$ cat config.mk
export PLATFORM = sky130hd
export DESIGN_NAME = colmix_prio
export DESIGN_NICKNAME = d
export VERILOG_FILES = /design/src/design/colmix_video_pkg.sv /design/src/design/colmix_regs_pkg.sv /design/src/design/colmix_prio.sv
export SDC_FILE = /design/constraint.sdc
export NUM_CORES = 1
export LEC_CHECK = 0
export BUFFER_PORTS_ARGS = -buffer_cell sky130_fd_sc_hd__buf_4
export CORE_MARGIN = 5
export CORE_UTILIZATION = 35
export CTS_CLUSTER_DIAMETER = 80
export DETAILED_ROUTE_END_ITERATION = 8
export PLACE_DENSITY = 0.68
export SLEW_MARGIN = 20
export SYNTH_ARGS = -nofsm -noshare
export SYNTH_HDL_FRONTEND = slang
export SYNTH_SLANG_ARGS = --single-unit
export TNS_END_PERCENT = 10
$ cat constraint.sdc
create_clock -name clk -period 2.4 [get_ports clk]
set_clock_uncertainty 0.2 [all_clocks]
set_input_delay 0.48 -clock clk [delete_from_list [all_inputs] [get_ports clk]]
set_output_delay 0.48 -clock clk [all_outputs]
set_load 0.1 [all_outputs]
$ cat src/design/colmix_video_pkg.sv
// shared pixel, layer and colour definitions for the colour mixer video path
package colmix_video_pkg;

    // layer colour index is a 5-bit palette line on top of a 4-bit pen
    localparam int LYR_W = 9;
    localparam int FIX_W = 8;
    localparam int PEN_W = 4;
    localparam int PRI_W = 2;

    // object pen reserved for shadow, never drawn when shadow is set
    localparam int SHADOW_PEN = 15;

    // BGR555 palette word and 8-bit output channels
    localparam int CH_W  = 5;
    localparam int COL_W = 3 * CH_W;
    localparam int OUT_W = 8;

    // one 512-entry palette bank per layer
    localparam int BANK_W = 2;

    // winning layer, encoding also decoded by the testbench
    typedef enum logic [2:0] {
        LAYER_BACK = 3'd0,
        LAYER_FIX  = 3'd1,
        LAYER_A    = 3'd2,
        LAYER_B    = 3'd3,
        LAYER_OBJ  = 3'd4
    } layer_sel_e;

endpackage

$ cat src/design/colmix_regs_pkg.sv
// APB register map and control field widths for the colour mixer CPU port
package colmix_regs_pkg;

    localparam int ADDR_W = 13;
    localparam int DATA_W = 16;

    // byte addresses, all accesses are 16-bit words
    localparam logic [ADDR_W-1:0] PAL_BASE = 13'h0000;
    localparam logic [ADDR_W-1:0] REG_PRIO = 13'h1000;
    localparam logic [ADDR_W-1:0] REG_DIM  = 13'h1002;

    // one over/under bit per object priority tag
    localparam int OVR_W = 4;
    // dim level, dim_pol and dim_all sit just above it
    localparam int DIM_W = 3;

    typedef enum logic [2:0] {
        ACC_NONE = 3'd0,
        ACC_PAL  = 3'd1,
        ACC_PRIO = 3'd2,
        ACC_DIM  = 3'd3,
        ACC_BAD  = 3'd4
    } apb_access_e;

endpackage

$ cat src/design/colmix_prio.sv
// layer priority resolver, picks the visible layer and registers its palette address
`timescale 1ns/10ps

module colmix_prio #(
    parameter int PAL_AW = 11
) (
    input  logic                               clk,
    input  logic                               rst,
    input  logic                               pxl_cen,
    input  logic                               lhbl,
    input  logic                               lvbl,
    input  logic [colmix_video_pkg::FIX_W-1:0] fix_pxl,
    input  logic [colmix_video_pkg::LYR_W-1:0] lyra_pxl,
    input  logic [colmix_video_pkg::LYR_W-1:0] lyrb_pxl,
    input  logic [colmix_video_pkg::LYR_W-1:0] obj_pxl,
    input  logic [colmix_video_pkg::PRI_W-1:0] obj_pri,
    input  logic                               shadow,
    input  logic [colmix_regs_pkg::OVR_W-1:0]  obj_over_a,
    output logic [PAL_AW-1:0]                  pal_addr,
    output logic                               shade,
    output logic                               blank_n
);

    localparam int LYR_W  = colmix_video_pkg::LYR_W;
    localparam int FIX_W  = colmix_video_pkg::FIX_W;
    localparam int PEN_W  = colmix_video_pkg::PEN_W;
    localparam int BANK_W = colmix_video_pkg::BANK_W;
    localparam int FULL_W = BANK_W + LYR_W;
    localparam logic [PEN_W-1:0] SHD_PEN = PEN_W'(colmix_video_pkg::SHADOW_PEN);

    colmix_video_pkg::layer_sel_e win;
    logic [FULL_W-1:0]            addr_nx;
    logic                         fix_op;
    logic                         obj_shd;
    logic                         obj_op;
    logic                         a_op;
    logic                         b_op;
    logic                         obj_over;

    // pen zero is transparent on every layer
    assign fix_op   = |fix_pxl[PEN_W-1:0];
    assign a_op     = |lyra_pxl[PEN_W-1:0];
    assign b_op     = |lyrb_pxl[PEN_W-1:0];
    assign obj_shd  = shadow & (obj_pxl[PEN_W-1:0] == SHD_PEN);
    assign obj_op   = |obj_pxl[PEN_W-1:0] & ~obj_shd;
    assign obj_over = obj_over_a[obj_pri];

    always_comb begin
        if (fix_op) begin
            win = colmix_video_pkg::LAYER_FIX;
        end else if (obj_op && obj_over) begin
            win = colmix_video_pkg::LAYER_OBJ;
        end else if (a_op) begin
            win = colmix_video_pkg::LAYER_A;
        end else if (obj_op) begin
            // object tucked under A but still above B
            win = colmix_video_pkg::LAYER_OBJ;
        end else if (b_op) begin
            win = colmix_video_pkg::LAYER_B;
        end else begin
            win = colmix_video_pkg::LAYER_BACK;
        end
    end

    // bank number sits above the 9-bit index
    always_comb begin
        case (win)
            colmix_video_pkg::LAYER_FIX:
                addr_nx = {BANK_W'(0), {(LYR_W-FIX_W){1'b0}}, fix_pxl};
            colmix_video_pkg::LAYER_OBJ: addr_nx = {BANK_W'(1), obj_pxl};
            colmix_video_pkg::LAYER_A:   addr_nx = {BANK_W'(2), lyra_pxl};
            colmix_video_pkg::LAYER_B:   addr_nx = {BANK_W'(3), lyrb_pxl};
            default:                     addr_nx = '0;
        endcase
    end

    // stage 1
    always_ff @(posedge clk or posedge rst) begin
        if (rst) begin
            pal_addr <= '0;
            shade    <= 1'b0;
            blank_n  <= 1'b0;
        end else if (pxl_cen) begin
            pal_addr <= PAL_AW'(addr_nx);
            shade    <= obj_shd;
            blank_n  <= lhbl & lvbl;
        end
    end

endmodule

* Word level (Yosys, flattened, before mapping)
Index checks and enable logic that the tools add are counted.
Word-level totals: register bits after elaboration 13, latch bits 0, RAM bits 0, ROM bits 0, word-level logic and storage cells 26, memories 0
Operators by class: add/sub/neg operators 0, $mul 0, divide/modulo/power cells 0, order comparisons 1, eq/ne operators 5, shift-type cells 0, multiplexer cells 8, bitwise gates (word level) 4, reduce and logical (&&, ||, !) cells 5
Operator list (count):
- $pmux 11 s4 | 1
- $reduce_or 4->1 | 4
- $mux 3 | 4
- $eq 3x2->1 const B | 2
- $eq 4x4->1 const B | 1
- $and 1x1->1 | 3
- $eq 3x1->1 const B | 1
- $eq 3x3->1 const B | 1
- $lt 2x3->1 const B | 1
- $bmux 1 s2 | 1
- $mux 2 | 1
- $logic_and 1x1->1 | 1
- $mux 1 | 1
- $not 1->1 | 1

* Logic depth before layout (Yosys ltp)
word-level depth 10, mapped depth 6, mapped depth without buffers 5

* Worst setup path after synthesis
Ideal clock, no wire load.
path type input-to-reg, from input obj_pxl[0] (netlist name), to register pal_addr[6], data arrival time 1672 ps, data required time 2066 ps, path slack 394 ps, stages on the path 5, buffers on the path 0, path through or4_4 > o21ai_4 > and3_2 > and3_4 > a211oi_2
On the way: cells in the longest elaborated chain, start to end 10, elaborated cells on any way between the ends 15, classes of those cells eq/ne: 5; mux: 5; bitwise: 3; reduce/logical: 2
Ends and longest elaborated chain:
- start, declared | line colmix_prio.sv:15 | input logic [colmix_video_pkg::LYR_W-1:0] obj_pxl,
- $eq 4x4->1 | line colmix_prio.sv:44 | assign obj_shd = shadow & (obj_pxl[PEN_W-1:0] == SHD_PEN);
- $and 1x1->1 | line colmix_prio.sv:44
- $not 1->1 | line colmix_prio.sv:45 | assign obj_op = |obj_pxl[PEN_W-1:0] & ~obj_shd;
- $and 1x1->1 * | line colmix_prio.sv:45
- $mux 3 | line colmix_prio.sv:55 | end else if (obj_op) begin
- $mux 3 | line colmix_prio.sv:53 | end else if (a_op) begin
- $mux 3 * | line colmix_prio.sv:51 | end else if (obj_op && obj_over) begin
- $mux 3 * | line colmix_prio.sv:49 | if (fix_op) begin
- $eq 3x2->1, or another cell as far along | line colmix_prio.sv:67 | case (win)
- $pmux 11 s4 * | line colmix_prio.sv:67
- end signal, assigned | line colmix_prio.sv:84 | pal_addr <= PAL_AW'(addr_nx);
- end, declared | line colmix_prio.sv:19 | output logic [PAL_AW-1:0] pal_addr,
Every way passes the cells marked *; elsewhere a longest branch is shown, timed or not. A chain may end at the register's enable or synchronous reset.

* Worst setup path after layout
from input fix_pxl[0] (netlist name), to register pal_addr[1]
On the way: cells in the longest elaborated chain, start to end 4, elaborated cells on any way between the ends 7, classes of those cells eq/ne: 4; mux: 2; reduce/logical: 1
Ends and longest elaborated chain:
- start, declared | line colmix_prio.sv:12 | input logic [colmix_video_pkg::FIX_W-1:0] fix_pxl,
- $reduce_or 4->1 * | line colmix_prio.sv:41 | assign fix_op = |fix_pxl[PEN_W-1:0];
- $mux 3 * | line colmix_prio.sv:49
- $eq 3x2->1, or another cell as far along | line colmix_prio.sv:67
- $pmux 11 s4 * | line colmix_prio.sv:67
Marked as above.

==> impl_results.md <==
* Status: finished clean
* Worst Path Arrival at roughly 2000 ps
* Clock buffer depth at 2
* Yosys cell types at 32
* Critical path class: input pin to flop
* Yosys reg bits at 13
* Mapped Nets at 150
* Initial antenna violation count at 0
* Postcts setup bufs at 0
* CTS Buf Count at 3
* Max-cap viol count at 0
* Cts hold-fix bufs at 0
* Vias in the first global route at about 1.1k
* # fillers at around 240
* Root Driver: clkbuf_4
* Cells on worst reg2reg path at 4
* Pre-Repair DR Iteration Count at 4
* Gp weighted congestion at roughly 0.89
* Worst R2R Setup Slack at approximately 1200 ps
* Routed WL at between 3000 and 4000 um
* Io pins at 60
* IO Port Bufs at slightly below 60
* Post-synth top area cell: dfrtp_1
* Average routed wire per standard cell at 15.6 um
* Post-detail-place hpwl at about 2400 um
* Core area at 0.00252 mm2
* # diodes at 0
* RSZ-0062 raised after global routing: false
* Max-slew headroom at roughly 65%
* Reg clk slew, reported paths at approximately 90 ps
* Post-synthesis sequential area ratio at about a third
* Delay-heaviest family, CP: simple AND/OR/NAND/NOR gates
* Post-Syn Instances at 103
* Hold WC Path Type: input pin to asynchronous set/reset pin
* Pleak at approximately 0.00066 uW
* Crit Path Max Fanout at 8
* First-pass GRT wire length at between 4000 and 5000 um
* Max Fclk at roughly 500 MHz
* H-tree depth at 1
* DR iter-0 viols at 44
* Fin crit period at around 2000 ps
* Power density cells at ~500 mW/mm2
* Worst Tran Pin Value at roughly 520 ps
* Die area at between 0.003 and 0.004 mm2
* Post-synthesis cell area at 936 um2
* Area after DPL at roughly 0.0014 mm2
* EDFF count, synth at 0
* Cts repair resizes at 0
* Routed Antenna Nets at 0
* Crit share post-route at between 80% and 90%
* DRC viols at 0
* Area Growth Syn to Fin at 52.5%
* R2R Path Start: pal_addr[6]
* Final worst slack at ~400 ps
* Critical path data required time at approximately 2400 ps
* Vias per inst at between 5 and 6
* Main synth FF type: dfrtp_1
* Peak supply drop at around 0.00040 V
* Syn Area/Cell at approximately 9 um2
* Most frequent cell after synthesis: nand2_1
* Worst slack at placement at slightly below 90 ps
* Total gr overflow at 0
* Crit-path cells: buf_4 -> or4_1 -> nor3_4 -> a221oi_1 -> o221ai_1
* Ratio of cells with drive above 1 in the final layout at 50.0%
* Fin. Hold Viols at 0
* Global-route usage over all layers at 16.0%
* Design area at around 0.0014 mm2
* CTS tree: yes
* Largest net degree at the start of global routing at 27
* CP max stage cell: or4_1
* Site row count at 18
* Worst stage delay on the critical path at ~700 ps
* Nets at 210
* Yosys top cell area share at about a third
* Setup TNS at 0 ps
* Async S/R FF share, synth at 100%
* Warnings, synthesis at 0
* Critical path startpoint category: input pin
* Final Max Slew Viols at 0
* Critical path endpoint category: flop
* Final Setup Violations at 0
* DR vias at 1050
* Top cells by area, synth: dfrtp_1 35%, a221oi_1 7.5%, nand2_1 6.0%
* Die width at just over 60 um
* Latest clock arrival within the worst-skew pair at 280 ps
* R2R Path End: pal_addr[6]
* Commonest cells post-synth: 15 x nand2_1, 13 x dfrtp_1, 10 x inv_1
* Die Ht at between 60 and 70 um
* WP buf/inv at 1
* Final core utilization at roughly 57%
* Initial Util at 37.1%
* Clock sink total at 13
sequential cells by signal, indices dropped and copies added, names as in the netlist:
| register | count |
|---|---|
| pal_addr | 11 |
| blank_n | 1 |
| shade | 1 |
per-stage QoR:
stage                     instances  power, uW  hold WS (ps)
after CTS                       192        718          40.0
after global routing            192        749          40.0
after global placement          188        569           287
after floorplan                 103        457           157
final                           192        709          22.9
after detailed placement        188        571           288
how the worst max path moves through the flow:
stage,startpoint,to,slack [ps],cells past startpoint
after global routing,fix_pxl[0],pal_addr[0],280,5
after detailed placement,fix_pxl[0],pal_addr[2],90,5
final,fix_pxl[0],pal_addr[1],400,5
after global placement,fix_pxl[0],pal_addr[0],100,5
after CTS,fix_pxl[0],pal_addr[1],400,5
after floorplan,obj_pxl[0],pal_addr[6],390,5
metal layers:
layer  track usage, %  vias to the layer above  part of all wire [%]
met5                0                        -                     0
met4             3.94                        0                  0.20
met3             4.55                        2                   9.0
met2             27.8                       43                    52
met1             19.5                      498                    39
li1                 -                      507                     -
logic make-up (layout without fill, tap and decap cells):
group                  after synthesis  after routing  share of synthesized area, %
DFF                                 13             13                          34.8
AOI/OAI and AO/OA                   32             32                          27.7
and+or+nand+nor                     42             42                          28.2
buffers and inverters               14             73                          5.75
muxes                                2              2                          3.61
where the power goes:
group          internal [uW]  switching, uW
clock network           61.9           81.8
registers                237           12.7
logic                    106            209
placed cells by master (no fill, tap or decap), types with 3 or more instances in the layout:
cell / n
o21ai_0: 7
buf_4: 59
clkbuf_4: 3
a21oi_1: 3
a221oi_1: 8
dfrtp_1: 13
nand2b_1: 4
a211oi_2: 4
nand2_1: 15
nor2_1: 5
nand3_1: 3
inv_1: 10
o221ai_1: 4
layout make-up:
cell class	count	area, um2	share of cell area (%)
Timing Repair Buffer	59	443	31.0
Clock buffer	3	22.5	1.58
Inverter	10	37.5	2.63
Sequential cell	13	325	22.8
Multi-Input combinational cell	76	557	39.0
Tap cell	30	37.5	2.63
Clock inverter	1	5.00	0.351
No activity file was read; power rests on OpenSTA's default activity.
