`config.mk`:
```
export PLATFORM = sky130hd
export DESIGN_NAME = colmix_apb
export DESIGN_NICKNAME = d
export VERILOG_FILES = /design/src/design/colmix_video_pkg.sv /design/src/design/colmix_regs_pkg.sv /design/src/design/colmix_apb.sv
export SDC_FILE = /design/constraint.sdc
export NUM_CORES = 1
export LEC_CHECK = 0
export ABC_AREA = 1
export BUFFER_PORTS_ARGS = -buffer_cell sky130_fd_sc_hd__buf_2
export CELL_PAD_IN_SITES_DETAIL_PLACEMENT = 1
export CELL_PAD_IN_SITES_GLOBAL_PLACEMENT = 1
export CORE_ASPECT_RATIO = 1.75
export CORE_MARGIN = 4
export CORE_UTILIZATION = 23
export CTS_CLUSTER_SIZE = 20
export DETAILED_ROUTE_END_ITERATION = 7
export PLACE_DENSITY_LB_ADDON = 0.1
export RECOVER_POWER = 100
export SLEW_MARGIN = 30
export SYNTH_ARGS = -nofsm -noshare
export SYNTH_HDL_FRONTEND = slang
export SYNTH_SLANG_ARGS = --single-unit
```
`constraint.sdc`:
```
create_clock -name clk -period 1.96 [get_ports clk]
set_input_delay 0.588 -clock clk [delete_from_list [all_inputs] [get_ports clk]]
set_output_delay 0.588 -clock clk [all_outputs]
set_load 0.05 [all_outputs]
```
`src/design/colmix_video_pkg.sv`:
```
// shared pixel, layer and colour definitions for the colour mixer video path
package colmix_video_pkg;

    // layer colour index is a 5-bit palette line on top of a 4-bit pen
    localparam int LYR_W = 9;
    localparam int FIX_W = 8;
    localparam int PEN_W = 4;
    localparam int PRI_W = 2;

    // object pen reserved for shadow, never drawn when shadow is set
    localparam int SHADOW_PEN = 15;

    // BGR555 palette word and 8-bit output channels
    localparam int CH_W  = 5;
    localparam int COL_W = 3 * CH_W;
    localparam int OUT_W = 8;

    // one 512-entry palette bank per layer
    localparam int BANK_W = 2;

    // winning layer, encoding also decoded by the testbench
    typedef enum logic [2:0] {
        LAYER_BACK = 3'd0,
        LAYER_FIX  = 3'd1,
        LAYER_A    = 3'd2,
        LAYER_B    = 3'd3,
        LAYER_OBJ  = 3'd4
    } layer_sel_e;

endpackage

```
`src/design/colmix_regs_pkg.sv`:
```
// APB register map and control field widths for the colour mixer CPU port
package colmix_regs_pkg;

    localparam int ADDR_W = 13;
    localparam int DATA_W = 16;

    // byte addresses, all accesses are 16-bit words
    localparam logic [ADDR_W-1:0] PAL_BASE = 13'h0000;
    localparam logic [ADDR_W-1:0] REG_PRIO = 13'h1000;
    localparam logic [ADDR_W-1:0] REG_DIM  = 13'h1002;

    // one over/under bit per object priority tag
    localparam int OVR_W = 4;
    // dim level, dim_pol and dim_all sit just above it
    localparam int DIM_W = 3;

    typedef enum logic [2:0] {
        ACC_NONE = 3'd0,
        ACC_PAL  = 3'd1,
        ACC_PRIO = 3'd2,
        ACC_DIM  = 3'd3,
        ACC_BAD  = 3'd4
    } apb_access_e;

endpackage

```
`src/design/colmix_apb.sv`:
```
// APB slave that owns the mixer control registers and the CPU side of the palette
`timescale 1ns/10ps

module colmix_apb #(
    parameter int PAL_AW = 11
) (
    input  logic                               clk,
    input  logic                               rst,
    input  logic                               psel,
    input  logic                               penable,
    input  logic                               pwrite,
    input  logic [colmix_regs_pkg::ADDR_W-1:0] paddr,
    input  logic [colmix_regs_pkg::DATA_W-1:0] pwdata,
    output logic [colmix_regs_pkg::DATA_W-1:0] prdata,
    output logic                               pready,
    output logic                               pslverr,
    output logic [PAL_AW-1:0]                  pal_cpu_addr,
    output logic                               pal_cpu_we,
    output logic [colmix_video_pkg::COL_W-1:0] pal_cpu_wdata,
    input  logic [colmix_video_pkg::COL_W-1:0] pal_cpu_rdata,
    output logic [colmix_regs_pkg::OVR_W-1:0]  obj_over_a,
    output logic [colmix_regs_pkg::DIM_W-1:0]  dim,
    output logic                               dim_pol,
    output logic                               dim_all
);

    localparam int ADDR_W   = colmix_regs_pkg::ADDR_W;
    localparam int DATA_W   = colmix_regs_pkg::DATA_W;
    localparam int COL_W    = colmix_video_pkg::COL_W;
    localparam int OVR_W    = colmix_regs_pkg::OVR_W;
    localparam int DIM_W    = colmix_regs_pkg::DIM_W;
    // two bytes per palette word
    localparam int PAL_SPAN = 2 * (2 ** PAL_AW);

    typedef enum logic {
        IDLE,
        PAL_WAIT
    } state_e;

    state_e                        state;
    colmix_regs_pkg::apb_access_e  acc_dec;
    colmix_regs_pkg::apb_access_e  acc_q;
    logic [ADDR_W-1:0]             pal_off;
    logic                          access;
    logic                          pal_rd;
    logic                          wr_en;

    // offset wraps below the base, so one compare covers both ends
    assign pal_off = paddr - colmix_regs_pkg::PAL_BASE;

    always_comb begin
        if (!psel) begin
            acc_dec = colmix_regs_pkg::ACC_NONE;
        end else if (paddr[0]) begin
            acc_dec = colmix_regs_pkg::ACC_BAD;
        end else if (paddr == colmix_regs_pkg::REG_PRIO) begin
            acc_dec = colmix_regs_pkg::ACC_PRIO;
        end else if (paddr == colmix_regs_pkg::REG_DIM) begin
            acc_dec = colmix_regs_pkg::ACC_DIM;
        end else if (int'(pal_off) < PAL_SPAN) begin
            acc_dec = colmix_regs_pkg::ACC_PAL;
        end else begin
            acc_dec = colmix_regs_pkg::ACC_BAD;
        end
    end

    assign access  = psel & penable;
    assign pal_rd  = (acc_q == colmix_regs_pkg::ACC_PAL) & ~pwrite;
    assign wr_en   = access & pwrite & (state == IDLE);
    // palette reads hold off one cycle for the registered RAM output
    assign pready  = access & ~(pal_rd & (state == IDLE));
    assign pslverr = access & (acc_q == colmix_regs_pkg::ACC_BAD);

    assign pal_cpu_addr  = pal_off[PAL_AW:1];
    assign pal_cpu_we    = wr_en & (acc_q == colmix_regs_pkg::ACC_PAL);
    assign pal_cpu_wdata = pwdata[COL_W-1:0];

    always_ff @(posedge clk or posedge rst) begin
        if (rst) begin
            state <= IDLE;
            acc_q <= colmix_regs_pkg::ACC_NONE;
        end else begin
            // kind latched in setup, held through the access phase
            if (!access) begin
                acc_q <= acc_dec;
            end
            case (state)
                IDLE:     if (access && pal_rd) state <= PAL_WAIT;
                PAL_WAIT: state <= IDLE;
                default:  state <= IDLE;
            endcase
        end
    end

    always_ff @(posedge clk or posedge rst) begin
        if (rst) begin
            obj_over_a <= '0;
            dim        <= '0;
            dim_pol    <= 1'b0;
            dim_all    <= 1'b0;
        end else if (wr_en) begin
            if (acc_q == colmix_regs_pkg::ACC_PRIO) begin
                obj_over_a <= pwdata[OVR_W-1:0];
            end
            if (acc_q == colmix_regs_pkg::ACC_DIM) begin
                dim     <= pwdata[DIM_W-1:0];
                dim_pol <= pwdata[DIM_W];
                dim_all <= pwdata[DIM_W+1];
            end
        end
    end

    always_comb begin
        prdata = '0;
        if (access && !pwrite) begin
            case (acc_q)
                colmix_regs_pkg::ACC_PAL:  prdata = {{(DATA_W-COL_W){1'b0}}, pal_cpu_rdata};
                colmix_regs_pkg::ACC_PRIO: prdata = {{(DATA_W-OVR_W){1'b0}}, obj_over_a};
                colmix_regs_pkg::ACC_DIM:
                    prdata = {{(DATA_W-DIM_W-2){1'b0}}, dim_all, dim_pol, dim};
                default:                   prdata = '0;
            endcase
        end
    end

endmodule

```
**After elaboration in Yosys (flattened, before gate mapping)**

Index checks and enable logic that the tools add are counted.

- Flip-flop bits (word level): 13
- Bits in latches: 0
- Bits in writable memories: 0
- Memory bits (read-only): 0
- Input port bits: 49
- Word-level logic and storage cells: 38
- Memories: 0

- Add/sub/neg operators: 0
- Multiply operators: 0
- Divide/modulo/power cells: 0
- $lt $le $gt $ge: 1
- Equal/unequal tests: 6
- Shift-type cells: 0
- Muxes and demuxes: 9
- Bitwise logic cells: 11
- Reduce and logical (&&, ||, !) cells: 5

Operators with widths:

| operator | number |
|---|---|
| case mux 15 bit (3 select lines) | 1 |
| == test 13 bit (second input constant) | 2 |
| 2-to-1 mux 15 bit | 1 |
| 2-to-1 mux 3 bit | 5 |
| less-than comparator 13 bit (second input constant) | 1 |
| bitwise AND 1 bit | 8 |
| == test 3 x 2 -> 1 bit (second input constant) | 2 |
| AND reduction 2 bit | 2 |
| == test 3 x 1 -> 1 bit (second input constant) | 1 |
| == test 3 bit (second input constant) | 1 |
| inverter 1 bit | 3 |
| logical AND 1 bit | 2 |
| case mux 1 bit (2 select lines) | 1 |
| logical NOT 1 bit | 1 |
| 2-to-1 mux 1 bit | 1 |

**Depth between registers and ports, before layout**

- Depth in word-level cells: 6
- Mapped depth: 9
- Gate-level depth less buffers: 9

**Worst setup path after synthesis**

Ideal clock, no wire load.

- Path kind: input to output
- Start: in psel
- End: out pslverr
- Arrival time: 1.846 ns
- Setup slack: -0.474 ns
- Stages: 4
- Path buffers: 0
- Cells stage by stage: nand2_1 > inv_2 > nand2_1 > nor3_1

- Longest elaborated chain between the ends: 2

Ends and longest elaborated chain:

| what | RTL line | text |
|---|---|---|
| start, declared | colmix_apb.sv:9 | `input logic psel,` |
| bitwise AND 1 bit | colmix_apb.sv:67 | `assign access = psel & penable;` |
| bitwise AND 1 bit | colmix_apb.sv:72 | `assign pslverr = access & (acc_q == colmix_regs_pkg::ACC_BAD);` |
| end, declared | colmix_apb.sv:16 | `output logic pslverr,` |

No other way between the ends.

**Final worst setup path**

- Start: reg acc_q[2]
- End: out prdata[3] in the netlist's numbering

- Longest elaborated chain between the ends: 3
- Elaborated cells on any way between the ends: 5
- Those cells by class: 3 x eq/ne; 2 x mux

Ends and longest elaborated chain:

| what | RTL line | text |
|---|---|---|
| start, declared | colmix_apb.sv:42 | `colmix_regs_pkg::apb_access_e acc_q;` |
| start signal, assigned | colmix_apb.sv:81 | `acc_q <= colmix_regs_pkg::ACC_NONE;` |
| == test 3 x 2 -> 1 bit or == test 3 x 1 -> 1 bit (tied branches) | colmix_apb.sv:116 | `case (acc_q)` |
| case mux 15 bit (3 select lines) (*) | colmix_apb.sv:116 |  |
| 2-to-1 mux 15 bit (*) | colmix_apb.sv:115 | `if (access && !pwrite) begin` |
| end, declared | colmix_apb.sv:14 | `output logic [colmix_regs_pkg::DATA_W-1:0] prdata,` |

Every way passes the cells marked *; elsewhere a longest branch is shown, timed or not.

==> flow_metrics.tcl <==
set metrics [dict create \
    run_status "finished, violations left" \
    failed_checks "setup timing" \
    fin_setup_tns_ns -1.990 \
    setup-violations-final 16 \
    clk_transition_reported_paths_ns 0.06 \
    maximum_clock_path_buffer_count 2 \
    crit_path_max_incr_delay_ns 0.45 \
    internal_power_uw 483.9 \
    global_route_wire_length_before_repair_mm 5.899 \
    postRouteAntennaNets 0 \
    vias 1215 \
    grt_max_degree 14 \
    die_width_um 60.30 \
    post_synth_inst_count 158 \
    arrival_ns 1.53 \
    dp_hpwl_mm 3.103 \
    area_growth_pct 60.45 \
    dpl-instance-area_mm2 0.001553 \
    cts-htree-levels 1 \
    drt_wl_total_mm 3.592 \
    first_iter_violations 23 \
    cp_cell_sequence "nor3_4 > buf_6 > nand2_2 > a31oi_4 > buf_6" \
    antenna_violations_before_repair 0 \
    postLayoutCoreUtil 0.3787 \
    maxClockFrequency_ghz 0.4729 \
    p_seq_frac 0.376 \
    slew-limit-headroom 0.6291 \
    post_drt_wl_per_cell_um 12.83 \
    cts-root-buf "sky130_fd_sc_hd__clkbuf_8" \
    row_count 33 \
    timing.critical_path.from_type "flop" \
    design_power_total_uw 737.5 \
    post-route-min-period_ns 2.115 \
    fp.dieArea_mm2 0.006002 \
    tritoncts "done" \
    rd_place_congestion 0.7147 \
    cellPowerDensity_mw_per_mm2 417.4 \
    synthDominantAreaCellType "sky130_fd_sc_hd__dfrtp_1" \
    io-pin-count 103 \
    final_hold_viol_count 0 \
    fillCellCount 588 \
    final.setup.worst_slack_ns -0.1548 \
    floorplan.initialDensity 0.2360 \
    asyncSetResetFlopFracSynth 1.000 \
    flip_flop_and_latch_count_after_synthesis 13 \
    crit_top_cell "sky130_fd_sc_hd__buf_6" \
    timing_max_transition_violations_final 0 \
    switching_power_uw 253.6 \
    worst_slew_pin_slew_ns 0.5557 \
    grt_setup_unrepaired "true" \
    final_layout_size_suffix_gt1_frac 0.5746 \
    clock-sinks 13 \
    numPortBuffers 80 \
    swShare 0.3439 \
    most_common_flop_cell_mapped_by_yosys "sky130_fd_sc_hd__dfrtp_1" \
    final_period_util 1.079 \
    clk-insertion-delay-late_ns 0.24 \
    cts_hold_buffers 0 \
    grt_pass1_vias 1360 \
    crit_path_max_fanout 5 \
    synth-edff-count 0 \
    ir_worst_vdd_uv 316.6 \
    number_of_nets_produced_by_synthesis 207 \
    nNetsFinal 278 \
    worst_ep_required_time_ns 1.37 \
    clk_network_pwr_share 0.325 \
    drt_pre_antenna_iters 3 \
    skew_ns 0.0008350 \
    crit_slowest_cell "sky130_fd_sc_hd__dfrtp_2" \
    dp_slack_ns -0.2235 \
    globalRouteOverflowTotal 0 \
    synth_top_cells_by_area "sky130_fd_sc_hd__dfrtp_1, sky130_fd_sc_hd__buf_4, sky130_fd_sc_hd__nand2_1" \
    drc 0 \
    avgSynthCellArea_um2 6.969 \
    post_synth_most_frequent_cells "sky130_fd_sc_hd__nand2_1, sky130_fd_sc_hd__buf_4, sky130_fd_sc_hd__nor2_1, sky130_fd_sc_hd__inv_1, sky130_fd_sc_hd__dfrtp_1" \
    synth.top_cell.area_share 0.2955 \
    type_of_the_worst_min_delay_path "in -> async" \
    yosys_warnings 0 \
    worstSetupPathType "reg -> out" \
    core-area_mm2 0.004666 \
    synth.most_common_cell "sky130_fd_sc_hd__nand2_1" \
    worst_setup_ep_type "output port" \
    part_of_the_power_in_combinational_logic 0.299 \
    drv_cap 0 \
    die_height_um 99.53 \
    synth.lib_cells_used.distinct 25 \
    final_design_area_no_fill_mm2 0.001767 \
    globalRouteTotalUtil 0.1241 \
    n_antenna_cell 0 \
    mappedNetlistArea_mm2 0.001101 \
    vias_per_cell 4.339 \
    worst_r2r_path_depth 6 \
    cts_buffers 3 \
    sequential_area_share_after_synthesis 0.2955 \
    total_leakage_power_uw 0.0009381 \
]
[path summary, 6_finish.rpt]
kind                          start   endpoint  slack, ns
setup reg to reg           acc_q[2]     dim[0]       0.57
min in group clk              state      state       0.52
max in group asynchronous       rst   acc_q[2]       1.17
hold reg to reg               state      state       0.52
setup / recovery           acc_q[2]  prdata[3]      -0.15
hold / removal                  rst   acc_q[0]       0.39
[registers in the layout, indices dropped and copies added (netlist names)]
name,cells
obj_over_a,4
acc_q,3
dim,3
dim_all,1
dim_pol,1
state,1
[layer usage]
| metal | vias up | part of all wire | track usage |
|---|---|---|---|
| met5 | - | 0 | 0 |
| met4 | 0 | 0.0047 | 0.03072 |
| met3 | 2 | 0.089 | 0.03506 |
| met2 | 51 | 0.58 | 0.2433 |
| met1 | 561 | 0.33 | 0.1186 |
| li1 | 601 | - | - |
[cell type report]
| type | instances | area (µm²) | area share |
|---|---|---|---|
| inverters | 24 | 92.59 | 0.05241 |
| clock buffers | 4 | 45.04 | 0.02550 |
| well taps | 52 | 65.06 | 0.03683 |
| multi-input cells | 92 | 590.6 | 0.3343 |
| repair buffers | 95 | 645.6 | 0.3654 |
| flip-flops and latches | 13 | 327.8 | 0.1856 |
[worst max-delay path: cells and delay by family (launching register included)]
family          cells  cell delay [ns]
compound gates      1             0.15
buf+inv             2             0.34
flops               1             0.45
simple gates        2             0.34
[per-stage QoR]
step           instances  hold WS (ns)
2_1_floorplan        158        0.4650
3_3_place_gp         273        0.4914
3_5_place_dp         273        0.5111
4_1_cts              280        0.4125
5_1_grt              280        0.4417
6_report             280        0.3897
[cell families (layout without fill, tap and decap cells)]
kind of cell | count (synthesis) | in the layout | share of synthesized area
flops | 13 | 13 | 0.2955
buf+inv | 53 | 123 | 0.2864
simple gates | 75 | 75 | 0.3318
compound gates | 16 | 16 | 0.08295
other cells | 1 | 1 | 0.003406
[cell usage in the layout (no fill, tap or decap), types with 3 or more instances in the layout]
master                     Yosys  final
sky130_fd_sc_hd__a31oi_2       0      3
sky130_fd_sc_hd__dfrtp_1      13     11
sky130_fd_sc_hd__nand2_1      35     32
sky130_fd_sc_hd__nand2_2       1      4
sky130_fd_sc_hd__nor2_4        1     11
sky130_fd_sc_hd__o21ai_1       7      7
sky130_fd_sc_hd__buf_2         0     62
sky130_fd_sc_hd__nand4_1       4      4
sky130_fd_sc_hd__buf_4        27     14
sky130_fd_sc_hd__nand3_1       3      3
sky130_fd_sc_hd__nor2_1       23     12
sky130_fd_sc_hd__buf_6         2     16
sky130_fd_sc_hd__clkbuf_8      0      3
sky130_fd_sc_hd__inv_1        22     21
[repair_timing]
item,in CTS,in global routing
pin swaps,8,6
setup buffers,3,1
endpoints found under the setup margin,18,18
resized for setup,43,6
[power groups by stage]
stage	Sequential, µW	Clock (µW)	Combinational (µW)
3_3_place_gp	282	0	210
6_report	277	240	220
4_1_cts	277	252	221
5_1_grt	278	260	237
2_1_floorplan	285	0	208
3_5_place_dp	282	0	213
No activity file was read; power rests on OpenSTA's default activity.
