`config.mk`:
```
export PLATFORM = sky130hd
export DESIGN_NAME = colmix_bright
export DESIGN_NICKNAME = d
export VERILOG_FILES = /design/src/design/colmix_video_pkg.sv /design/src/design/colmix_regs_pkg.sv /design/src/design/colmix_bright.sv
export SDC_FILE = /design/constraint.sdc
export NUM_CORES = 1
export LEC_CHECK = 0
export BUFFER_PORTS_ARGS = -buffer_cell sky130_fd_sc_hd__clkbuf_2
export CORE_ASPECT_RATIO = 0.6
export CORE_UTILIZATION = 60
export CTS_BUF_LIST = sky130_fd_sc_hd__clkbuf_2
export DETAILED_ROUTE_END_ITERATION = 10
export MAX_ROUTING_LAYER = met4
export PLACE_DENSITY_LB_ADDON = 0.12
export SLEW_MARGIN = 10
export SYNTH_ARGS = -nofsm -noshare
export SYNTH_HDL_FRONTEND = slang
export SYNTH_SLANG_ARGS = --single-unit
```
`constraint.sdc`:
```
create_clock -name clk -period 1.3 [get_ports clk]
set_clock_uncertainty 0.1 [all_clocks]
set_input_delay 0.26 -clock clk [delete_from_list [all_inputs] [get_ports clk]]
set_output_delay 0.26 -clock clk [all_outputs]
set_load 0.05 [all_outputs]
```
`src/design/colmix_video_pkg.sv`:
```
// shared pixel, layer and colour definitions for the colour mixer video path
package colmix_video_pkg;

    // layer colour index is a 5-bit palette line on top of a 4-bit pen
    localparam int LYR_W = 9;
    localparam int FIX_W = 8;
    localparam int PEN_W = 4;
    localparam int PRI_W = 2;

    // object pen reserved for shadow, never drawn when shadow is set
    localparam int SHADOW_PEN = 15;

    // BGR555 palette word and 8-bit output channels
    localparam int CH_W  = 5;
    localparam int COL_W = 3 * CH_W;
    localparam int OUT_W = 8;

    // one 512-entry palette bank per layer
    localparam int BANK_W = 2;

    // winning layer, encoding also decoded by the testbench
    typedef enum logic [2:0] {
        LAYER_BACK = 3'd0,
        LAYER_FIX  = 3'd1,
        LAYER_A    = 3'd2,
        LAYER_B    = 3'd3,
        LAYER_OBJ  = 3'd4
    } layer_sel_e;

endpackage

```
`src/design/colmix_regs_pkg.sv`:
```
// APB register map and control field widths for the colour mixer CPU port
package colmix_regs_pkg;

    localparam int ADDR_W = 13;
    localparam int DATA_W = 16;

    // byte addresses, all accesses are 16-bit words
    localparam logic [ADDR_W-1:0] PAL_BASE = 13'h0000;
    localparam logic [ADDR_W-1:0] REG_PRIO = 13'h1000;
    localparam logic [ADDR_W-1:0] REG_DIM  = 13'h1002;

    // one over/under bit per object priority tag
    localparam int OVR_W = 4;
    // dim level, dim_pol and dim_all sit just above it
    localparam int DIM_W = 3;

    typedef enum logic [2:0] {
        ACC_NONE = 3'd0,
        ACC_PAL  = 3'd1,
        ACC_PRIO = 3'd2,
        ACC_DIM  = 3'd3,
        ACC_BAD  = 3'd4
    } apb_access_e;

endpackage

```
`src/design/colmix_bright.sv`:
```
// brightness stage, applies shadow and dim, expands BGR555 to 8-bit RGB and blanks
`timescale 1ns/10ps

module colmix_bright (
    input  logic                               clk,
    input  logic                               rst,
    input  logic                               pxl_cen,
    input  logic [colmix_video_pkg::COL_W-1:0] pal_color,
    input  logic                               shade,
    input  logic                               blank_n,
    input  logic [colmix_regs_pkg::DIM_W-1:0]  dim,
    input  logic                               dim_pol,
    input  logic                               dim_all,
    output logic [colmix_video_pkg::OUT_W-1:0] red,
    output logic [colmix_video_pkg::OUT_W-1:0] green,
    output logic [colmix_video_pkg::OUT_W-1:0] blue
);

    localparam int CH_W  = colmix_video_pkg::CH_W;
    localparam int COL_W = colmix_video_pkg::COL_W;
    localparam int OUT_W = colmix_video_pkg::OUT_W;
    localparam int DIM_W = colmix_regs_pkg::DIM_W;
    localparam int XW    = OUT_W - CH_W;
    // unity gain, the scale is gain/8
    localparam logic [DIM_W:0] FULL_GAIN = 1 << DIM_W;

    logic             do_dim;
    logic [DIM_W:0]   gain;
    logic [COL_W-1:0] col;

    // expand by repeating the top bits, then scale and truncate
    function automatic logic [OUT_W-1:0] scale_ch(
        input logic [CH_W-1:0] c,
        input logic [DIM_W:0]  k
    );
        logic [OUT_W-1:0]       full;
        logic [OUT_W+DIM_W-1:0] prod;
        full = {c, c[CH_W-1 -: XW]};
        prod = full * k;
        return prod[OUT_W+DIM_W-1 -: OUT_W];
    endfunction

    assign col    = pal_color;
    assign do_dim = (shade ^ dim_pol) | dim_all;
    assign gain   = do_dim ? FULL_GAIN - {1'b0, dim} : FULL_GAIN;

    // stage 3
    always_ff @(posedge clk or posedge rst) begin
        if (rst) begin
            red   <= '0;
            green <= '0;
            blue  <= '0;
        end else if (pxl_cen) begin
            if (blank_n) begin
                red   <= scale_ch(col[CH_W-1:0], gain);
                green <= scale_ch(col[2*CH_W-1 -: CH_W], gain);
                blue  <= scale_ch(col[3*CH_W-1 -: CH_W], gain);
            end else begin
                red   <= '0;
                green <= '0;
                blue  <= '0;
            end
        end
    end

endmodule

```
==> results of run 1 <==
[cell families after synthesis]
| group | Yosys count | share of synthesized area (%) |
|---|---|---|
| and+or+nand+nor | 128 | 19.7 |
| buffers and inverters | 83 | 9.25 |
| AOI/OAI and AO/OA | 72 | 15.2 |
| adders and majority gates | 70 | 32.8 |
| DFF | 24 | 17.6 |
| xor gates and xnor gates | 12 | 4.28 |
| muxes | 4 | 1.17 |
[per-stage QoR]
step | setup TNS (ns) | setup WS (ns) | instance area, um2 | hold WS, ns | util, %
floorplan | -42.73 | -2.02 | 3790 | 0.175 | -
global placement | -53.67 | -2.48 | 4770 | 0.196 | 90.3
detailed placement | -55.56 | -2.67 | 4770 | 0.213 | 90.3
[synthesized netlist by cell type (3+ instances only)]
cell type / instances / area (um2)
a21boi_0: 5 / 37.5
a21oi_1: 12 / 60.1
a22o_1: 6 / 52.6
and2_1: 39 / 244
and2_4: 3 / 26.3
buf_2: 4 / 20.0
clkbuf_1: 6 / 22.5
dfrtp_1: 24 / 601
fa_1: 33 / 661
ha_1: 37 / 463
inv_1: 73 / 274
mux2i_1: 4 / 40.0
nand2_1: 33 / 124
nand3_1: 5 / 25.0
nand4_1: 10 / 62.6
nor2_1: 16 / 60.1
nor2b_1: 5 / 31.3
nor3_1: 8 / 40.0
nor3b_1: 4 / 30.0
nor4_1: 3 / 18.8
o21a_1: 5 / 37.5
o21ai_0: 14 / 70.1
o2bb2ai_1: 8 / 70.1
o311ai_0: 3 / 26.3
o31ai_1: 3 / 22.5
o32ai_1: 3 / 26.3
xnor3_1: 3 / 67.6
xor2_1: 8 / 70.1
==> run metrics, run 1 <==
Synth Register Bits=24; IO Pins=49; Post-Syn Nets=488; Synth async-reset ratio=100%; cts repair resizes=114; sequential element share of the synthesized area=17.6%; gpl congestion=0.894; Syn Inst Count=393; Sink Count=24; # Post-CTS Setup Buffers=27; TritonCTS buffer count=3; post-DP HPWL=9320 um; Log Error=[ERROR DPL-0038] Utilization greater than 100%, impossible to legalize; H-tree Lvls=1; Initial Utilization=64.8%; Stopped at=clock tree synthesis (4_1_cts); die height=60.5 um; placed cell count=602; Yosys cell types=39; synthesized area=3420 um2; Synth Flop Type=dfrtp_1; Root Buffer=clkbuf_2; Syn. warnings=0; Mean Syn Cell Area=8.71 um2; Buffers on Ports=48; Clock Tree Buf Depth=2; Die X=99.5 um; Hold Buf Count CTS=1; status=did not finish; row cnt=20; Post-synth EDFFs=0
==> run 2: changes to the inputs <==
--- a/config.mk
+++ b/config.mk
@@ -6,12 +6,9 @@
 export NUM_CORES = 1
 export LEC_CHECK = 0
 export BUFFER_PORTS_ARGS = -buffer_cell sky130_fd_sc_hd__clkbuf_2
-export CORE_ASPECT_RATIO = 0.6
-export CORE_UTILIZATION = 60
-export CTS_BUF_LIST = sky130_fd_sc_hd__clkbuf_2
+export CORE_UTILIZATION = 40
 export DETAILED_ROUTE_END_ITERATION = 10
-export MAX_ROUTING_LAYER = met4
-export PLACE_DENSITY_LB_ADDON = 0.12
+export PLACE_DENSITY_LB_ADDON = 0.15
 export SLEW_MARGIN = 10
 export SYNTH_ARGS = -nofsm -noshare
 export SYNTH_HDL_FRONTEND = slang
==> run 2 against run 1 <==
  * The flow now finishes, with violations (negative setup slack)
  * Synthesized area stayed put
  * Synthesized cell count stayed put
==> run metrics, run 2 <==
WL/cell=15.0 um; sequential element share of the synthesized area=17.6%; critical setup path kind=input pin to flop; largest net degree at the start of global routing=25; count leader, synth=inv_1; Crit-path slowest cell=fa_2; Startpoint Class=input pin; crit path DAT=3.52 ns; largest cells by area after synthesis=fa_1 19%, dfrtp_1 18%, ha_1 14%; Syn. warnings=0; Avg Vias per Cell=4.97; top post-synthesis cells by count=73 x inv_1, 39 x and2_1, 37 x ha_1; # diodes=0; Worst path top cell family by delay=adder cells; met3 Use GR=0.966%; RSZ-0062 raised after global routing=yes; max cap viols=0; biggest regs=blue: 8 flops, green: 8 flops, red: 8 flops; VDD IR max=1.01 mV; first-pass GRT wire length=16700 um; Leak=2.76 nW; Die X=94.5 um; Setup WS post-layout=-2.17 ns; Place WS=-2.53 ns; Post-Syn Nets=488; Mean Syn Cell Area=8.71 um2; CP most frequent cell=ha_4; Buffers on Ports=48; WHS=0.267 ns; final global-route overflow total=0; worst-path cell chain=clkbuf_16 -> inv_8 -> ha_4 -> xor2_4 -> nor2_4 -> buf_12 -> and2_4 -> fa_1 -> fa_2 -> ha_4 -> nor2b_4 -> o31ai_4 -> o2bb2ai_2 -> xnor3_1 -> a22o_1; commonest cells after routing, fill and taps aside=97 x buf_4, 55 x inv_1, 37 x clkbuf_2; Slew Viols, Final=0; commonest non-fill, non-tap cell in the layout=buf_4; status=finished, violations left; post-route cell area=5460 um2; share of cells above drive strength 1=49.0%; nets@finish=650; initial antenna violation count=0; CTS tree=done; synthesized area=3420 um2; met1 Use GR=35.5%; Synth Flop Type=dfrtp_1; Yosys cell types=39; Least-Margin Pin Slew=0.501 ns; Clock Tree Buf Depth=2; Achievable Freq=288 MHz; min-delay worst type=input pin to flop; final hold vios=0; clock latency on the worst-skew pair=0.26 ns; core area=8260 um2; failing checks=negative setup slack; dpl cell area=4830 um2; H-tree Lvls=1; CP bufs+invs=3; PD cells=1040 nW/um2; Post-synth EDFFs=0; Max FO, Critical Path=7; final number of setup-violating endpoints=24; Initial Utilization=41.4%; TritonCTS buffer count=3; Root Buffer=clkbuf_8; Final min period=3.47 ns; Util after Layout=66.1%; vias in the first global route=3420; clock-pin slew reported for the worst setup and hold paths after clock tree synthesis=0.08 ns; Synth top area share=19.3%; GRT Total Usage=23.7%; Synth async-reset ratio=100%; CP peak stage delay=0.59 ns; Synth Register Bits=24; remaining antenna violation count after routing=0; Die ar.=8930 um2; Req. time, crit path=1.35 ns; relative slew slack=66.4%; Overall Power=0.00568 W; CP Capture Type=flop; Area Growth Syn to Fin=59.5%; row cnt=33; drt first-iter violations=111; layer with the highest usage=met2; DRT Wirelength=9900 um; leading area contributor after synthesis=fa_1; met2 Track Usage GR=38.5%; IO Pins=49; die height=94.5 um; total number of vias=3270; 1st-pass router iterations=4; DRC=0; fin crit share=267%; post-DP HPWL=7550 um; gpl congestion=0.866; Sink Count=24; Syn Inst Count=393
run 2: worst register-to-register path, cell delays in order (launching register included):
cell      delay, ns
dfrtp_1        0.39
a21oi_1        0.28
o311ai_4       0.14
run 2: area by class of cell:
cell class                 instances  area [um2]
multi-input combinational        288        3100
clock buffer                       3        41.3
timing repair buffer             165        1300
tap                              105         131
inverter                          73         287
fill                             688        2800
sequential                        24         601
run 2: repair_timing:
item,4_1_cts,5_1_grt
hold buffers,1,0
setup endpoints to repair,24,28
hold endpoints to repair,24,0
resized for setup,52,46
setup buffers,15,12
cloned,3,0
pin swaps,31,24
run 2: metrics by stage:
step / TNS [ns] / std cells
floorplan: -42.73 / 393
global placement: -52.84 / 630
detailed placement: -53.53 / 630
CTS: -47.10 / 651
global route: -50.02 / 658
finish: -46.81 / 658
run 2: where the power goes:
part	switching, W	leakage, nW	internal (W)
clock	0.000211	0.0216	0.000207
combinational	0.00232	2.42	0.00192
sequential	0.000105	0.316	0.000917
run 2: final timing paths:
check / start / depth (start not counted) / to / slack, ns
hold / removal: blank_n / 4 / red[5] / 0.27
setup / recovery: dim[0] / 15 / blue[7] / -2.17
min in group asynchronous: rst / 4 / blue[3] / 0.46
setup reg to reg: red[6] / 2 / red[6] / 0.26
hold reg to reg: blue[1] / 1 / blue[1] / 0.39
max in group asynchronous: rst / 4 / green[3] / 0.41
run 2: logic make-up (layout without fill, tap and decap cells):
logic type,count (synthesis),after routing,synth area share (%)
AND/OR/NAND/NOR,128,129,19.7
buffers and inverters,83,241,9.25
AO/OA/AOI/OAI,72,73,15.2
adder cells (fa/ha/maj),70,70,32.8
flip-flops,24,24,17.6
XOR/XNOR,12,12,4.28
multiplexers,4,4,1.17
run 2: routing by layer:
layer	vias up	part of all wire (%)
met3	6	2.8
met1	1564	50
met5	-	0
met4	0	0.52
li1	1643	-
met2	57	46
No activity file was read; power rests on OpenSTA's default activity.
==> run 3: changes to the inputs <==
--- a/config.mk
+++ b/config.mk
@@ -9,6 +9,7 @@
 export CORE_UTILIZATION = 40
 export DETAILED_ROUTE_END_ITERATION = 10
 export PLACE_DENSITY_LB_ADDON = 0.15
+export RECOVER_POWER = 50
 export SLEW_MARGIN = 10
 export SYNTH_ARGS = -nofsm -noshare
 export SYNTH_HDL_FRONTEND = slang
==> run 3 against run 2 <==
  * The run still ends with negative setup slack left
  * Power about the same
  * Count of clock-buffer cells in the layout unchanged
  * Clock power hardly changed
  * Sequential share of layout area is essentially flat
  * Via count stayed put
  * Setup slack did not move
  * Maximum frequency stayed put
  * Critical path type unchanged
  * Highest routed layer unchanged
==> run metrics, run 3 (synthesis gave the netlist of run 2 again) <==
status=finished, violations left; failing checks=negative setup slack; biggest regs=blue: 8 flops, green: 8 flops, red: 8 flops; crit path DAT=3.52 ns; DRT Wirelength=9900 um; Area Growth Syn to Fin=59.5%; GRT Total Usage=23.7%; Startpoint Class=input pin; Die ar.=8930 um2; drt first-iter violations=111; Least-Margin Pin Slew=0.580 ns; VDD IR max=1.01 mV; initial antenna violation count=0; commonest non-fill, non-tap cell in the layout=buf_4; Setup WS post-layout=-2.17 ns; WHS=0.267 ns; Initial Utilization=41.4%; Place WS=-2.53 ns; Leak=2.76 nW; Achievable Freq=288 MHz; Req. time, crit path=1.35 ns; min-delay worst type=input pin to flop; vias in the first global route=3420; fillcell total=687; core area=8260 um2; CTS tree=done; # diodes=0; clock-pin slew reported for the worst setup and hold paths after clock tree synthesis=0.08 ns; fin crit share=267%; Buffers on Ports=48; TritonCTS buffer count=3; first-pass GRT wire length=16700 um; final hold vios=0; die height=94.5 um; RSZ-0062 raised after global routing=yes; Clock Tree Buf Depth=2; Sink Count=24; IO Pins=49; critical setup path kind=input pin to flop; worst r2r path cells=2; commonest cells after routing, fill and taps aside=96 x buf_4, 55 x inv_1, 38 x clkbuf_2; Die X=94.5 um; Root Buffer=clkbuf_8; remaining antenna violation count after routing=0; post-DP HPWL=7550 um; DRC=0; final number of setup-violating endpoints=24; number of cells on the worst hold path=4; H-tree Lvls=1; gpl congestion=0.866; PD cells=1040 nW/um2; largest net degree at the start of global routing=25; final global-route overflow total=0; Avg Vias per Cell=4.97; clock latency on the worst-skew pair=0.26 ns; Final min period=3.47 ns; relative slew slack=61.4%; WL/cell=15.0 um; share of cells above drive strength 1=49.0%; max cap viols=0; dpl cell area=4830 um2; row cnt=33; nets@finish=650; total number of vias=3270; CP Capture Type=flop; Slew Viols, Final=0; 1st-pass router iterations=4; Max FO, Critical Path=7; post-route cell area=5460 um2
==> run 3: layout make-up <==
| cell class | count | area (um2) | share of cell area (%) |
|---|---|---|---|
| multi-input combinational | 288 | 3100 | 56.8 |
| inverter | 73 | 287 | 5.25 |
| sequential | 24 | 601 | 11.0 |
| clock buffer | 3 | 41.3 | 0.757 |
| timing repair buffer | 165 | 1300 | 23.8 |
| tap | 105 | 131 | 2.41 |
==> run 3: repair_timing <==
| action | CTS | global route |
|---|---|---|
| setup buffers | 15 | 12 |
| setup endpoints to repair | 24 | 28 |
| hold buffers | 1 | 0 |
| hold endpoints to repair | 24 | 0 |
| gates cloned | 3 | 0 |
| gates resized for setup | 52 | 46 |
| pin swaps | 31 | 24 |
==> run 3: final timing paths <==
check | startpoint | end | slack, ns
hold reg to reg | blue[1] | blue[1] | 0.39
hold / removal | blank_n | red[5] | 0.27
setup / recovery | dim[0] | blue[7] | -2.17
max in group asynchronous | rst | green[3] | 0.15
setup reg to reg | red[6] | red[6] | 0.26
min in group asynchronous | rst | blue[3] | 0.56
==> run 3: power by group <==
part           internal [W]  switching [W]
combinational       0.00192        0.00232
sequential         0.000917       0.000105
clock              0.000207       0.000211
==> run 3: through the flow <==
step	utilization [%]	cells	power [W]	TNS, ns
after floorplan	-	393	0.00356	-42.73
after global placement	58.5	630	0.00469	-52.84
after detailed placement	58.5	630	0.00473	-53.53
after CTS	63.7	651	0.00551	-47.10
after global routing	66.1	658	0.00613	-50.02
final	66.1	658	0.00568	-46.81
==> run 3: critical path, cell delays in order <==
cell and delay (ns):
clkbuf_16 0.12, inv_8 0.03, ha_4 0.16, xor2_4 0.16, nor2_4 0.23, buf_12 0.15
and2_4 0.14, fa_1 0.43, fa_2 0.59, ha_4 0.21, nor2b_4 0.13, o31ai_4 0.29
o2bb2ai_2 0.14, xnor3_1 0.28, a22o_1 0.20
==> run 3: layer usage <==
| layer | track usage, % | up-vias | routed length, um |
|---|---|---|---|
| met5 | 0 | - | 0 |
| met2 | 38.5 | 57 | 4590 |
| met3 | 0.966 | 6 | 273 |
| met1 | 35.5 | 1564 | 4990 |
| li1 | - | 1643 | - |
| met4 | 4.04 | 0 | 51 |
==> run 4: changes to the inputs <==
--- a/config.mk
+++ b/config.mk
@@ -6,8 +6,11 @@
 export NUM_CORES = 1
 export LEC_CHECK = 0
 export BUFFER_PORTS_ARGS = -buffer_cell sky130_fd_sc_hd__clkbuf_2
+export CAP_MARGIN = 10
 export CORE_UTILIZATION = 40
 export DETAILED_ROUTE_END_ITERATION = 10
+export HOLD_SLACK_MARGIN = 0.15
+export MAX_ROUTING_LAYER = met4
 export PLACE_DENSITY_LB_ADDON = 0.15
 export RECOVER_POWER = 50
 export SLEW_MARGIN = 10
==> run 4 against run 3 <==
  * The flow still finishes with violations (negative setup slack)
  * Register-to-register slack is essentially flat
  * Final area is 0.18% lower
  * Core utilization decreased by 0.12 points
  * Setup slack better by 0.018 ns
  * Sequential share of layout area is essentially flat
==> run metrics, run 4 (synthesis gave the netlist of run 2 again) <==
Req. time, crit path=1.35 ns; RSZ-0062 raised after global routing=yes; Clock Tree Buf Depth=2; DRT Wirelength=9880 um; final hold vios=0; post-DP HPWL=7550 um; min-delay worst type=input pin to flop; Leak=2.76 nW; Least-Margin Pin Slew=0.574 ns; Setup WS post-layout=-2.15 ns; CP Capture Type=flop; max cap viols=0; critical setup path kind=input pin to flop; clock latency on the worst-skew pair=0.26 ns; non-filler cells, final=658; failing checks=negative setup slack; status=finished, violations left; WL/cell=15.0 um; DR top layer=met4; placed cell count=630; DRC=0; worst-path cell chain=clkbuf_16 -> inv_8 -> ha_4 -> xor2_4 -> nor2_4 -> buf_12 -> and2_4 -> fa_1 -> fa_2 -> ha_4 -> nor2b_4 -> o31ai_4 -> o2bb2ai_2 -> xnor3_1 -> a22o_1; final number of setup-violating endpoints=24; VDD IR max=1.02 mV; Slew Viols, Final=0; Initial Utilization=41.4%; worst setup path startpoint=dim[0]; remaining antenna violation count after routing=0; Sink Count=24; clock-pin slew reported for the worst setup and hold paths after clock tree synthesis=0.08 ns; Worst path top cell family by delay=adder cells; share of cells above drive strength 1=48.8%; Root Buffer=clkbuf_8; relative slew slack=61.7%; Buffers on Ports=48; 1st-pass router iterations=4; row cnt=33; largest net degree at the start of global routing=25; nets@finish=650; commonest cells after routing, fill and taps aside=99 x buf_4, 55 x inv_1, 38 x clkbuf_2; dpl cell area=4830 um2; TritonCTS buffer count=3; Max FO, Critical Path=7; final global-route overflow total=0; die height=94.5 um; # diodes=0; Avg Vias per Cell=4.97; Area Growth Syn to Fin=59.2%; Final min period=3.45 ns; Crit-path slowest cell=fa_2; met3 wire len=267 um; CP bufs+invs=3; initial antenna violation count=0; gpl congestion=0.880; CP peak stage delay=0.59 ns; PD cells=1040 nW/um2; Util after Layout=66.0%; Achievable Freq=290 MHz; post-route cell area=5450 um2; Die ar.=8930 um2; commonest non-fill, non-tap cell in the layout=buf_4; biggest regs=blue: 8 flops, green: 8 flops, red: 8 flops; Die X=94.5 um; M1 WL=5010 um; IO Pins=49; first-pass GRT wire length=16700 um; GRT Total Usage=24.4%; drt first-iter violations=116; Crit Reg-Reg Startpoint=red[6]; CP most frequent cell=ha_4; vias in the first global route=3422; Hold Path Origin=blank_n; WL met2=4540 um; fin crit share=266%; total number of vias=3269; CTS tree=done; H-tree Lvls=1; core area=8260 um2; Startpoint Class=input pin; crit path DAT=3.50 ns
==> run 4: cell types whose count changed in the layout (fill, tap and decap cells not counted) <==
cell / previous run / this run
nand2_4: 1 / 2
nand2_2: 6 / 5
o21ai_2: 3 / 2
o21ai_1: 7 / 8
buf_6: 16 / 13
buf_4: 96 / 99
==> run 4: repair_timing <==
item | in CTS | in global routing
cloned | 3 | 0
gates resized for setup | 52 | 43
pin swaps | 31 | 23
endpoints found under the setup margin | 24 | 28
buffers inserted | 15 | 12
hold buffers | 1 | 0
hold endpoints to repair | 24 | 0
==> run 4: final timing paths <==
| check | end | slack (ns) | cells past startpoint |
|---|---|---|---|
| max | blue[7] | -2.15 | 15 |
| min | red[5] | 0.27 | 4 |
| max reg2reg | red[6] | 0.26 | 2 |
| min reg2reg | green[0] | 0.40 | 1 |
| max in group asynchronous | green[3] | 0.16 | 4 |
| min in group asynchronous | blue[3] | 0.56 | 4 |
==> run 4: power breakdown <==
group	internal [W]	total (W)	switching [W]
clock network	0.000207	0.000420	0.000213
logic	0.00192	0.00424	0.00232
registers	0.000917	0.00102	0.000105
==> run 4: layout make-up <==
class / count / area, um2
Clock buffer: 3 / 41.3
Fill cell: 690 / 2810
Inverter: 73 / 287
Multi-Input combinational cell: 288 / 3100
Sequential cell: 24 / 601
Tap cell: 105 / 131
Timing Repair Buffer: 165 / 1280
==> run 4: per-stage QoR <==
step,setup TNS [ns],total power (W),hold slack [ns],setup WS (ns)
CTS,-47.10,0.00551,0.273,-2.15
detailed placement,-53.53,0.00473,0.201,-2.53
finish,-46.81,0.00568,0.270,-2.15
floorplan,-42.73,0.00356,0.175,-2.02
global route,-49.79,0.00612,0.282,-2.29
global placement,-52.84,0.00469,0.194,-2.48
==> run 4: metal layers <==
| layer | up-vias | GRT usage [%] |
|---|---|---|
| met2 | 71 | 38.5 |
| met3 | 8 | 0.966 |
| li1 | 1639 | - |
| met4 | 0 | 4.04 |
| met5 | - | - |
| met1 | 1551 | 35.5 |
==> run 4: worst reg2reg max path, delay by kind of cell (launching register included) <==
family | cells | cell delay, ns
compound gates | 2 | 0.42
flops | 1 | 0.39
